## config.mk

```make
export PLATFORM = sky130hd
export DESIGN_NAME = sd_adma_top
export DESIGN_NICKNAME = d
export VERILOG_FILES = /design/src/design/adma_pkg.sv /design/src/design/adma_descriptor_fsm.sv /design/src/design/axi_burst_reader.sv /design/src/design/read_sequencer.sv /design/src/design/sd_adma_top.sv
export SDC_FILE = /design/constraint.sdc
export NUM_CORES = 1
export LEC_CHECK = 0
export BUFFER_PORTS_ARGS = -buffer_cell sky130_fd_sc_hd__buf_4
export CAP_MARGIN = 30
export CORE_UTILIZATION = 55
export DETAILED_ROUTE_END_ITERATION = 8
export PLACE_DENSITY = 0.76
export SYNTH_ARGS = -nofsm -noshare
export SYNTH_HDL_FRONTEND = slang
export SYNTH_HIERARCHICAL = 1
export SYNTH_SLANG_ARGS = --single-unit
```

## constraint.sdc

```tcl
create_clock -name clock -period 15.3 [get_ports clock]
set_input_delay 2.295 -clock clock [delete_from_list [all_inputs] [get_ports clock]]
set_output_delay 2.295 -clock clock [all_outputs]
set_load 0.1 [all_outputs]
```

## src/design/adma_pkg.sv

```systemverilog
`default_nettype none

package adma_pkg;

  // Bus and word widths
  localparam int ADDR_W = 32;
  localparam int DATA_W = 32;

  typedef logic [ADDR_W-1:0] addr_t;
  typedef logic [DATA_W-1:0] data_t;

  // Word counts up to 16384
  localparam int WORDS_W = 15;

  typedef logic [WORDS_W-1:0] words_t;

  // Burst shaping
  localparam int MAX_BURST   = 16;
  localparam int BURST_BYTES = 64;
  localparam int DESC_BYTES  = 8;

  // Fields of descriptor word 0, word 1 is the address
  localparam int DESC_VALID_BIT = 0;
  localparam int DESC_END_BIT   = 1;
  localparam int DESC_ACT_LO    = 4;
  localparam int DESC_LEN_LO    = 16;

  typedef enum logic [1:0] {
    ACT_NOP  = 2'b00,
    ACT_RSV  = 2'b01,
    ACT_TRAN = 2'b10,
    ACT_LINK = 2'b11
  } adma_act_t;

  typedef enum logic [1:0] {
    ST_STOP = 2'b00,
    ST_FDS  = 2'b01,
    ST_CADR = 2'b10,
    ST_TFR  = 2'b11
  } adma_state_t;

  // Destination of read beats
  typedef enum logic {
    READ_DESC = 1'b0,
    READ_DATA = 1'b1
  } read_kind_t;

  localparam logic [2:0] AXI_SIZE_WORD  = 3'b010;
  localparam logic [1:0] AXI_BURST_INCR = 2'b01;

endpackage

`default_nettype wire

```

## src/design/adma_descriptor_fsm.sv

```systemverilog
`default_nettype none

module adma_descriptor_fsm (
  input  wire                        clock,
  input  wire                        reset,
  input  wire                        run_req,
  input  wire  adma_pkg::addr_t      descriptor_base,
  input  wire                        irq_clear,
  input  wire                        seq_ack,
  input  wire                        seq_error,
  input  wire  adma_pkg::data_t      desc_word,
  input  wire                        desc_word_valid,
  output logic                       run_ack,
  output logic                       irq_complete,
  output logic                       irq_error,
  output logic                       seq_req,
  output adma_pkg::addr_t            seq_addr,
  output adma_pkg::words_t           seq_words,
  output adma_pkg::read_kind_t       seq_kind
);

  adma_pkg::adma_state_t state;
  adma_pkg::addr_t       desc_ptr;
  adma_pkg::data_t       desc_w0;
  adma_pkg::data_t       desc_w1;
  logic                  desc_second;
  logic                  seq_done;
  logic                  seq_failed;
  adma_pkg::adma_act_t   act;
  logic                  desc_valid;
  logic                  desc_end;
  logic [15:0]           desc_len;
  adma_pkg::words_t      tfr_words;

  // Descriptor decode
  assign act        = adma_pkg::adma_act_t'(desc_w0[adma_pkg::DESC_ACT_LO +: 2]);
  assign desc_valid = desc_w0[adma_pkg::DESC_VALID_BIT];
  assign desc_end   = desc_w0[adma_pkg::DESC_END_BIT];
  assign desc_len   = desc_w0[adma_pkg::DESC_LEN_LO +: 16];

  // Zero length stands for 65536 bytes
  assign tfr_words = (desc_len == 16'd0) ? adma_pkg::words_t'(16384)
                                         : adma_pkg::words_t'(desc_len[15:2]);

  always_ff @(posedge clock) begin
    if (desc_word_valid) begin
      if (desc_second) begin
        desc_w1 <= desc_word;
      end else begin
        desc_w0 <= desc_word;
      end
    end
  end

  //////////////////////////////////////////////////
  // ADMA2 state machine
  //////////////////////////////////////////////////

  always_ff @(posedge clock) begin
    if (!reset) begin
      state        <= adma_pkg::ST_STOP;
      run_ack      <= 1'b0;
      irq_complete <= 1'b0;
      irq_error    <= 1'b0;
      seq_req      <= 1'b0;
      seq_done     <= 1'b0;
      seq_failed   <= 1'b0;
      desc_second  <= 1'b0;
    end else begin
      if (irq_clear) begin
        irq_complete <= 1'b0;
        irq_error    <= 1'b0;
      end
      if (desc_word_valid) begin
        desc_second <= ~desc_second;
      end

      // Sequencer handshake, shared by fetch and transfer
      if (seq_req && seq_ack) begin
        seq_req    <= 1'b0;
        seq_done   <= 1'b1;
        seq_failed <= seq_error;
      end

      case (state)
        adma_pkg::ST_STOP: begin
          if (run_ack && !run_req) begin
            run_ack <= 1'b0;
          end else if (run_req && !run_ack) begin
            desc_ptr <= descriptor_base;
            state    <= adma_pkg::ST_FDS;
          end
        end

        adma_pkg::ST_FDS: begin
          if (!seq_req && !seq_ack && !seq_done) begin
            seq_req     <= 1'b1;
            seq_addr    <= desc_ptr;
            seq_words   <= adma_pkg::words_t'(adma_pkg::DESC_BYTES / 4);
            seq_kind    <= adma_pkg::READ_DESC;
            desc_second <= 1'b0;
          end else if (seq_done && !seq_ack) begin
            seq_done <= 1'b0;
            if (seq_failed || !desc_valid) begin
              state     <= adma_pkg::ST_STOP;
              run_ack   <= 1'b1;
              irq_error <= 1'b1;
            end else begin
              state <= adma_pkg::ST_CADR;
            end
          end
        end

        adma_pkg::ST_CADR: begin
          if (act == adma_pkg::ACT_LINK) begin
            desc_ptr <= desc_w1;
          end else begin
            desc_ptr <= desc_ptr + adma_pkg::addr_t'(adma_pkg::DESC_BYTES);
          end
          if (act == adma_pkg::ACT_TRAN) begin
            state <= adma_pkg::ST_TFR;
          end else if (desc_end) begin
            state        <= adma_pkg::ST_STOP;
            run_ack      <= 1'b1;
            irq_complete <= 1'b1;
          end else begin
            state <= adma_pkg::ST_FDS;
          end
        end

        adma_pkg::ST_TFR: begin
          if (!seq_req && !seq_ack && !seq_done) begin
            seq_req   <= 1'b1;
            seq_addr  <= desc_w1;
            seq_words <= tfr_words;
            seq_kind  <= adma_pkg::READ_DATA;
          end else if (seq_done && !seq_ack) begin
            seq_done <= 1'b0;
            if (seq_failed) begin
              state     <= adma_pkg::ST_STOP;
              run_ack   <= 1'b1;
              irq_error <= 1'b1;
            end else if (desc_end) begin
              state        <= adma_pkg::ST_STOP;
              run_ack      <= 1'b1;
              irq_complete <= 1'b1;
            end else begin
              state <= adma_pkg::ST_FDS;
            end
          end
        end

        default: state <= adma_pkg::ST_STOP;
      endcase
    end
  end

  // Request withdrawn only once acknowledged
  assert property (@(posedge clock) disable iff (!reset)
    $fell(seq_req) |-> $past(seq_ack));

  assert property (@(posedge clock) disable iff (!reset)
    state inside {adma_pkg::ST_STOP, adma_pkg::ST_FDS, adma_pkg::ST_CADR, adma_pkg::ST_TFR});

endmodule

`default_nettype wire

```

## src/design/axi_burst_reader.sv

```systemverilog
`default_nettype none

module axi_burst_reader (
  input  wire                        clock,
  input  wire                        reset,
  input  wire                        burst_req,
  input  wire  adma_pkg::addr_t      burst_addr,
  input  wire  [4:0]                 burst_beats,
  input  wire  adma_pkg::read_kind_t burst_kind,
  input  wire                        m_axi_arready,
  input  wire  adma_pkg::data_t      m_axi_rdata,
  input  wire  [1:0]                 m_axi_rresp,
  input  wire                        m_axi_rlast,
  input  wire                        m_axi_rvalid,
  input  wire                        fifo_full,
  output logic                       burst_ack,
  output logic                       burst_error,
  output adma_pkg::addr_t            m_axi_araddr,
  output logic [7:0]                 m_axi_arlen,
  output logic                       m_axi_arvalid,
  output logic                       m_axi_rready,
  output adma_pkg::data_t            desc_word,
  output logic                       desc_word_valid,
  output adma_pkg::data_t            fifo_wdata,
  output logic                       fifo_wen
);

  logic                 active;
  logic                 failed;
  adma_pkg::read_kind_t kind;
  logic                 beat;

  // Descriptor beats are always taken, data beats wait for FIFO room
  assign m_axi_rready = active && ((kind == adma_pkg::READ_DESC) || !fifo_full);
  assign beat         = m_axi_rvalid && m_axi_rready;

  assign fifo_wen        = beat && (kind == adma_pkg::READ_DATA);
  assign fifo_wdata      = m_axi_rdata;
  assign desc_word_valid = beat && (kind == adma_pkg::READ_DESC);
  assign desc_word       = m_axi_rdata;

  always_ff @(posedge clock) begin
    if (!reset) begin
      m_axi_arvalid <= 1'b0;
      active        <= 1'b0;
      failed        <= 1'b0;
      burst_ack     <= 1'b0;
      burst_error   <= 1'b0;
    end else begin
      if (burst_req && !burst_ack && !active && !m_axi_arvalid) begin
        m_axi_arvalid <= 1'b1;
        m_axi_araddr  <= burst_addr;
        m_axi_arlen   <= 8'(burst_beats - 5'd1);
        kind          <= burst_kind;
        failed        <= 1'b0;
      end

      if (m_axi_arvalid && m_axi_arready) begin
        m_axi_arvalid <= 1'b0;
        active        <= 1'b1;
      end

      // Errors are collected, the burst always runs to rlast
      if (beat) begin
        failed <= failed | m_axi_rresp[1];
        if (m_axi_rlast) begin
          active      <= 1'b0;
          burst_ack   <= 1'b1;
          burst_error <= failed | m_axi_rresp[1];
        end
      end

      if (burst_ack && !burst_req) begin
        burst_ack <= 1'b0;
      end
    end
  end

  assert property (@(posedge clock) disable iff (!reset)
    m_axi_arvalid && !m_axi_arready |=> m_axi_arvalid && $stable(m_axi_araddr));

  assert property (@(posedge clock) disable iff (!reset)
    !(fifo_wen && fifo_full));

endmodule

`default_nettype wire

```

## src/design/read_sequencer.sv

```systemverilog
`default_nettype none

module read_sequencer #(
  parameter int MAX_BURST_BEATS = adma_pkg::MAX_BURST
) (
  input  wire                        clock,
  input  wire                        reset,
  input  wire                        seq_req,
  input  wire  adma_pkg::addr_t      seq_addr,
  input  wire  adma_pkg::words_t     seq_words,
  input  wire  adma_pkg::read_kind_t seq_kind,
  input  wire                        burst_ack,
  input  wire                        burst_error,
  output logic                       seq_ack,
  output logic                       seq_error,
  output logic                       burst_req,
  output adma_pkg::addr_t            burst_addr,
  output logic [4:0]                 burst_beats,
  output adma_pkg::read_kind_t       burst_kind
);

  localparam logic [4:0] BEATS_MAX = 5'(MAX_BURST_BEATS);

  logic             busy;
  logic             failed;
  adma_pkg::words_t remaining;
  adma_pkg::addr_t  next_addr;
  logic [4:0]       next_beats;

  // Smaller of the remaining count and the burst limit
  assign next_beats = (remaining > adma_pkg::words_t'(BEATS_MAX)) ? BEATS_MAX
                                                                  : remaining[4:0];

  always_ff @(posedge clock) begin
    if (!reset) begin
      busy      <= 1'b0;
      failed    <= 1'b0;
      seq_ack   <= 1'b0;
      seq_error <= 1'b0;
      burst_req <= 1'b0;
    end else begin
      if (!busy && !seq_ack && seq_req) begin
        busy      <= 1'b1;
        failed    <= 1'b0;
        remaining <= seq_words;
        next_addr <= seq_addr;
      end

      // Next burst once the previous handshake is fully closed
      if (busy && !burst_req && !burst_ack) begin
        if (remaining == '0 || failed) begin
          busy      <= 1'b0;
          seq_ack   <= 1'b1;
          seq_error <= failed;
        end else begin
          burst_req   <= 1'b1;
          burst_addr  <= next_addr;
          burst_beats <= next_beats;
          burst_kind  <= seq_kind;
        end
      end

      if (burst_req && burst_ack) begin
        burst_req <= 1'b0;
        remaining <= remaining - adma_pkg::words_t'(burst_beats);
        next_addr <= next_addr + (adma_pkg::addr_t'(burst_beats) << 2);
        failed    <= burst_error;
      end

      if (seq_ack && !seq_req) begin
        seq_ack <= 1'b0;
      end
    end
  end

  assert property (@(posedge clock) disable iff (!reset)
    burst_req |-> burst_beats inside {[5'd1 : BEATS_MAX]});

endmodule

`default_nettype wire

```

## src/design/sd_adma_top.sv

```systemverilog
`default_nettype none

module sd_adma_top #(
  parameter int MAX_BURST_BEATS = adma_pkg::MAX_BURST
) (
  input  wire                   clock,
  input  wire                   reset,
  input  wire                   run_req,
  input  wire  adma_pkg::addr_t descriptor_base,
  input  wire                   irq_clear,
  input  wire                   m_axi_arready,
  input  wire  adma_pkg::data_t m_axi_rdata,
  input  wire  [1:0]            m_axi_rresp,
  input  wire                   m_axi_rlast,
  input  wire                   m_axi_rvalid,
  input  wire                   fifo_full,
  output wire                   run_ack,
  output wire                   irq_complete,
  output wire                   irq_error,
  output adma_pkg::addr_t       m_axi_araddr,
  output wire  [7:0]            m_axi_arlen,
  output wire  [2:0]            m_axi_arsize,
  output wire  [1:0]            m_axi_arburst,
  output wire                   m_axi_arvalid,
  output wire                   m_axi_rready,
  output adma_pkg::data_t       fifo_wdata,
  output wire                   fifo_wen
);

  // Descriptor FSM to sequencer
  wire                         seq_req;
  wire                         seq_ack;
  wire                         seq_error;
  wire adma_pkg::addr_t        seq_addr;
  wire adma_pkg::words_t       seq_words;
  wire adma_pkg::read_kind_t   seq_kind;

  // Sequencer to AXI reader
  wire                         burst_req;
  wire                         burst_ack;
  wire                         burst_error;
  wire adma_pkg::addr_t        burst_addr;
  wire [4:0]                   burst_beats;
  wire adma_pkg::read_kind_t   burst_kind;

  // Descriptor words back to the FSM
  wire adma_pkg::data_t        desc_word;
  wire                         desc_word_valid;

  assign m_axi_arsize  = adma_pkg::AXI_SIZE_WORD;
  assign m_axi_arburst = adma_pkg::AXI_BURST_INCR;

  adma_descriptor_fsm i_adma_descriptor_fsm (
    .clock           (clock),
    .reset           (reset),
    .run_req         (run_req),
    .descriptor_base (descriptor_base),
    .irq_clear       (irq_clear),
    .seq_ack         (seq_ack),
    .seq_error       (seq_error),
    .desc_word       (desc_word),
    .desc_word_valid (desc_word_valid),
    .run_ack         (run_ack),
    .irq_complete    (irq_complete),
    .irq_error       (irq_error),
    .seq_req         (seq_req),
    .seq_addr        (seq_addr),
    .seq_words       (seq_words),
    .seq_kind        (seq_kind)
  );

  read_sequencer #(
    .MAX_BURST_BEATS (MAX_BURST_BEATS)
  ) i_read_sequencer (
    .clock       (clock),
    .reset       (reset),
    .seq_req     (seq_req),
    .seq_addr    (seq_addr),
    .seq_words   (seq_words),
    .seq_kind    (seq_kind),
    .burst_ack   (burst_ack),
    .burst_error (burst_error),
    .seq_ack     (seq_ack),
    .seq_error   (seq_error),
    .burst_req   (burst_req),
    .burst_addr  (burst_addr),
    .burst_beats (burst_beats),
    .burst_kind  (burst_kind)
  );

  axi_burst_reader i_axi_burst_reader (
    .clock           (clock),
    .reset           (reset),
    .burst_req       (burst_req),
    .burst_addr      (burst_addr),
    .burst_beats     (burst_beats),
    .burst_kind      (burst_kind),
    .m_axi_arready   (m_axi_arready),
    .m_axi_rdata     (m_axi_rdata),
    .m_axi_rresp     (m_axi_rresp),
    .m_axi_rlast     (m_axi_rlast),
    .m_axi_rvalid    (m_axi_rvalid),
    .fifo_full       (fifo_full),
    .burst_ack       (burst_ack),
    .burst_error     (burst_error),
    .m_axi_araddr    (m_axi_araddr),
    .m_axi_arlen     (m_axi_arlen),
    .m_axi_arvalid   (m_axi_arvalid),
    .m_axi_rready    (m_axi_rready),
    .desc_word       (desc_word),
    .desc_word_valid (desc_word_valid),
    .fifo_wdata      (fifo_wdata),
    .fifo_wen        (fifo_wen)
  );

endmodule

`default_nettype wire

```

==> flow_summary.toml <==
[cells_and_area]
stdcell_count = 1409
nets = 1197
area_growth_pct = 15.48
drive_gt1_share_pct = 20.11
fill_cells = 1576
antenna_cells = 0

[run]
max_cap_viol_count = 0

[power_and_ir_drop]
leakagePower_nw = 5.434
ir_worst_vdd_mv = 0.09226
power.density_nw_per_um2 = 119.3

[yosys]
avgSynthCellArea_um2 = 12.36
synth_edf_count = 256
synth_area_um2 = 12580
yosysMostFrequentCell = "edfxtp_1"
yosys.area.top_type_share_pct = 61.10
synth_area_leaders = "edfxtp_1 61%, nand2_1 5.4%, buf_4 4.3%"
synthTopCellsByCount = "256 x edfxtp_1, 180 x nand2_1, 72 x buf_4, 40 x o21ai_1, 37 x xor2_1"
synth_area_leader_cell = "edfxtp_1"
async_flop_share_pct = 0
synth.yosys.seq_area_share_pct = 64.13
postSynthCellCount = 1018
yosys_warnings = 6
synth-seq-cells = 275
synthFlopType = "edfxtp_1"
synth_cell_types = 71

[global_route]
grt_util_all_layers_pct = 20.65
antenna_found_initial = 0
gr-total-overflow = 0
grt_max_degree = 80
grt_pass1_vias = 7251
grt_first_pass_wirelength_mm = 38.38

[clock_tree]
clk_latency_ps = 530
htree_levels = 1
cts_root_buf = "clkbuf_16"
clk_pin_slew_ps = 60
postCtsSetupBuffers = 0
cts_tree = "built"
cts.path.max_buffers = 3
postCtsHoldBufs = 0
clkSinkCount = 275
cts_resized = 0
numCtsBuffers = 28

[sta]
drv_slew = 0
finClkSkew_ps = 16.03
slew-limit-headroom_pct = 39.92
max_freq_mhz = 187.5
layout_min_cycle_time_ps = 5333
setup_viol = 0
rsz0062_at_grt = "false"
setup_tns_ps = 0
hold_viol = 0
tightest_slew_ps = 901.2
finalCritPeriodShare_pct = 34.85

[detailed_routing]
wl_mm = 24.74
drtPass1Iterations = 5
routed-via-count = 7918
viasPerCell = 5.620
drc = 0
postRouteAntennaNets = 0
wire_per_inst_um = 17.56
drt_first_iter_violations = 651

[outcome]
status = "complete, no violations"

[critical_path]
cp.arrival_ps = 3040
worstPathMaxFanout = 4
endpoint_kind = "output pin"
critPathRequiredTime_ps = 13010
slowest_delay_ps = 280
crit_type = "in2out"
worst_setup_path_start_kind = "input port"
slowest_stage = "buf_4"
path_common_cell = "buf_4"
worstPathCellList = "buf_4, a21boi_4, and3_1, buf_4"

[place]
dpl.hpwl_mm = 17.17
place_inst = 1357
port_buffers = 150
gp_congestion = 0.8677

[floorplanning]
fp.dieW_um = 153.2
design.portCount = 157
coreArea_um2 = 22090
rows = 54
die_h_um = 153.2
start_util_pct = 56.94
die-area_um2 = 23480

[min_path]
hp-class = "reg2reg"
## cell usage in the layout (no fill, tap or decap), types with 7 or more instances in the layout
cell       netlist  final
a22oi_1         23     23
xnor2_1         21     21
xor2_1          37     37
clkbuf_16        0     29
and2_1          14     14
ha_1            14     14
nor2_1          23     22
nand2_1        180    179
dfxtp_1         19     19
nand2b_1        15     15
a21oi_1         15     15
o21ai_0         35     35
and3_1          28     28
o21ai_1         40     40
buf_4           72    159
nand3_1         30     30
nor3b_1          8      7
edfxtp_1       256    256
nand4_1         18     18
nor3_1           8      8
inv_1           19     19
## cells by family after synthesis
logic type | share of synthesized area (%)
buffers and inverters | 5.947
AO/OA/AOI/OAI | 8.155
multiplexers | 0.2387
AND/OR/NAND/NOR | 15.72
other | 0.05969
adder cells (fa/ha/maj) | 1.711
flip-flops | 64.13
XOR/XNOR | 4.038
## critical path: cells and delay by family
kind                   cells  cell delay (ps)
AOI/OAI and AO/OA          1              160
and+or+nand+nor            1              180
buffers and inverters      2              400
## per-stage QoR
step	hold slack, ps	power (mW)	cell area (um^2)	setup WS [ps]	util (%)
2_1_floorplan	400.3	0.9878	12590	7177	-
3_3_place_gp	402.2	1.016	13480	9985	61.01
3_5_place_dp	404.5	1.019	13540	9976	61.26
4_1_cts	419.1	1.744	14530	9977	65.76
5_1_grt	426.3	1.780	14530	9952	65.76
6_report	417.6	1.733	14530	9967	65.76
## where the power goes
| group | switching, mW | total, mW | internal (mW) |
|---|---|---|---|
| registers | 0.0141 | 0.858 | 0.844 |
| clock network | 0.281 | 0.729 | 0.448 |
| logic | 0.105 | 0.146 | 0.0406 |
| total | 0.400 | 1.73 | 1.33 |
## routing by layer
layer	global-route usage, %	routed length, um	up-vias
met5	0	0	-
met1	29.11	10890	3702
met3	2.807	1802	33
met2	33.42	11450	347
met4	6.397	592	0
li1	-	-	3836
## worst paths after layout
kind                                   start                                  to  slack [ps]  depth (start not counted)
max                                fifo_full                            fifo_wen        9970                          4
min reg2reg   i_read_sequencer/burst_addr[9]  i_axi_burst_reader/m_axi_araddr[9]         420                          0
max reg2reg  i_read_sequencer/burst_beats[2]      i_read_sequencer/next_addr[29]       12590                          6
min           i_read_sequencer/burst_addr[9]  i_axi_burst_reader/m_axi_araddr[9]         420                          0
## state kept, by name, summed over array words and instances, names as in the netlist, 2 cells and up
name / cells
i_adma_descriptor_fsm/seq_addr: 32
i_adma_descriptor_fsm/desc_w0: 20
i_axi_burst_reader/m_axi_araddr: 32
i_adma_descriptor_fsm/seq_words: 15
i_adma_descriptor_fsm/desc_ptr: 32
i_read_sequencer/next_addr: 32
i_adma_descriptor_fsm/state: 2
i_adma_descriptor_fsm/desc_w1: 32
i_read_sequencer/burst_beats: 5
i_axi_burst_reader/m_axi_arlen: 6
i_read_sequencer/remaining: 15
i_read_sequencer/burst_addr: 32
## final cells by class
class	count	area, um^2	share of cell area, %
clock buffer	33	740.7	5.098
clock inverter	19	252.7	1.740
inverter	19	71.32	0.4909
multi-input combinational	622	3797	26.14
sequential	275	8068	55.53
tap	280	350.3	2.411
timing repair buffer	161	1249	8.595
No activity file was read; power rests on OpenSTA's default activity.
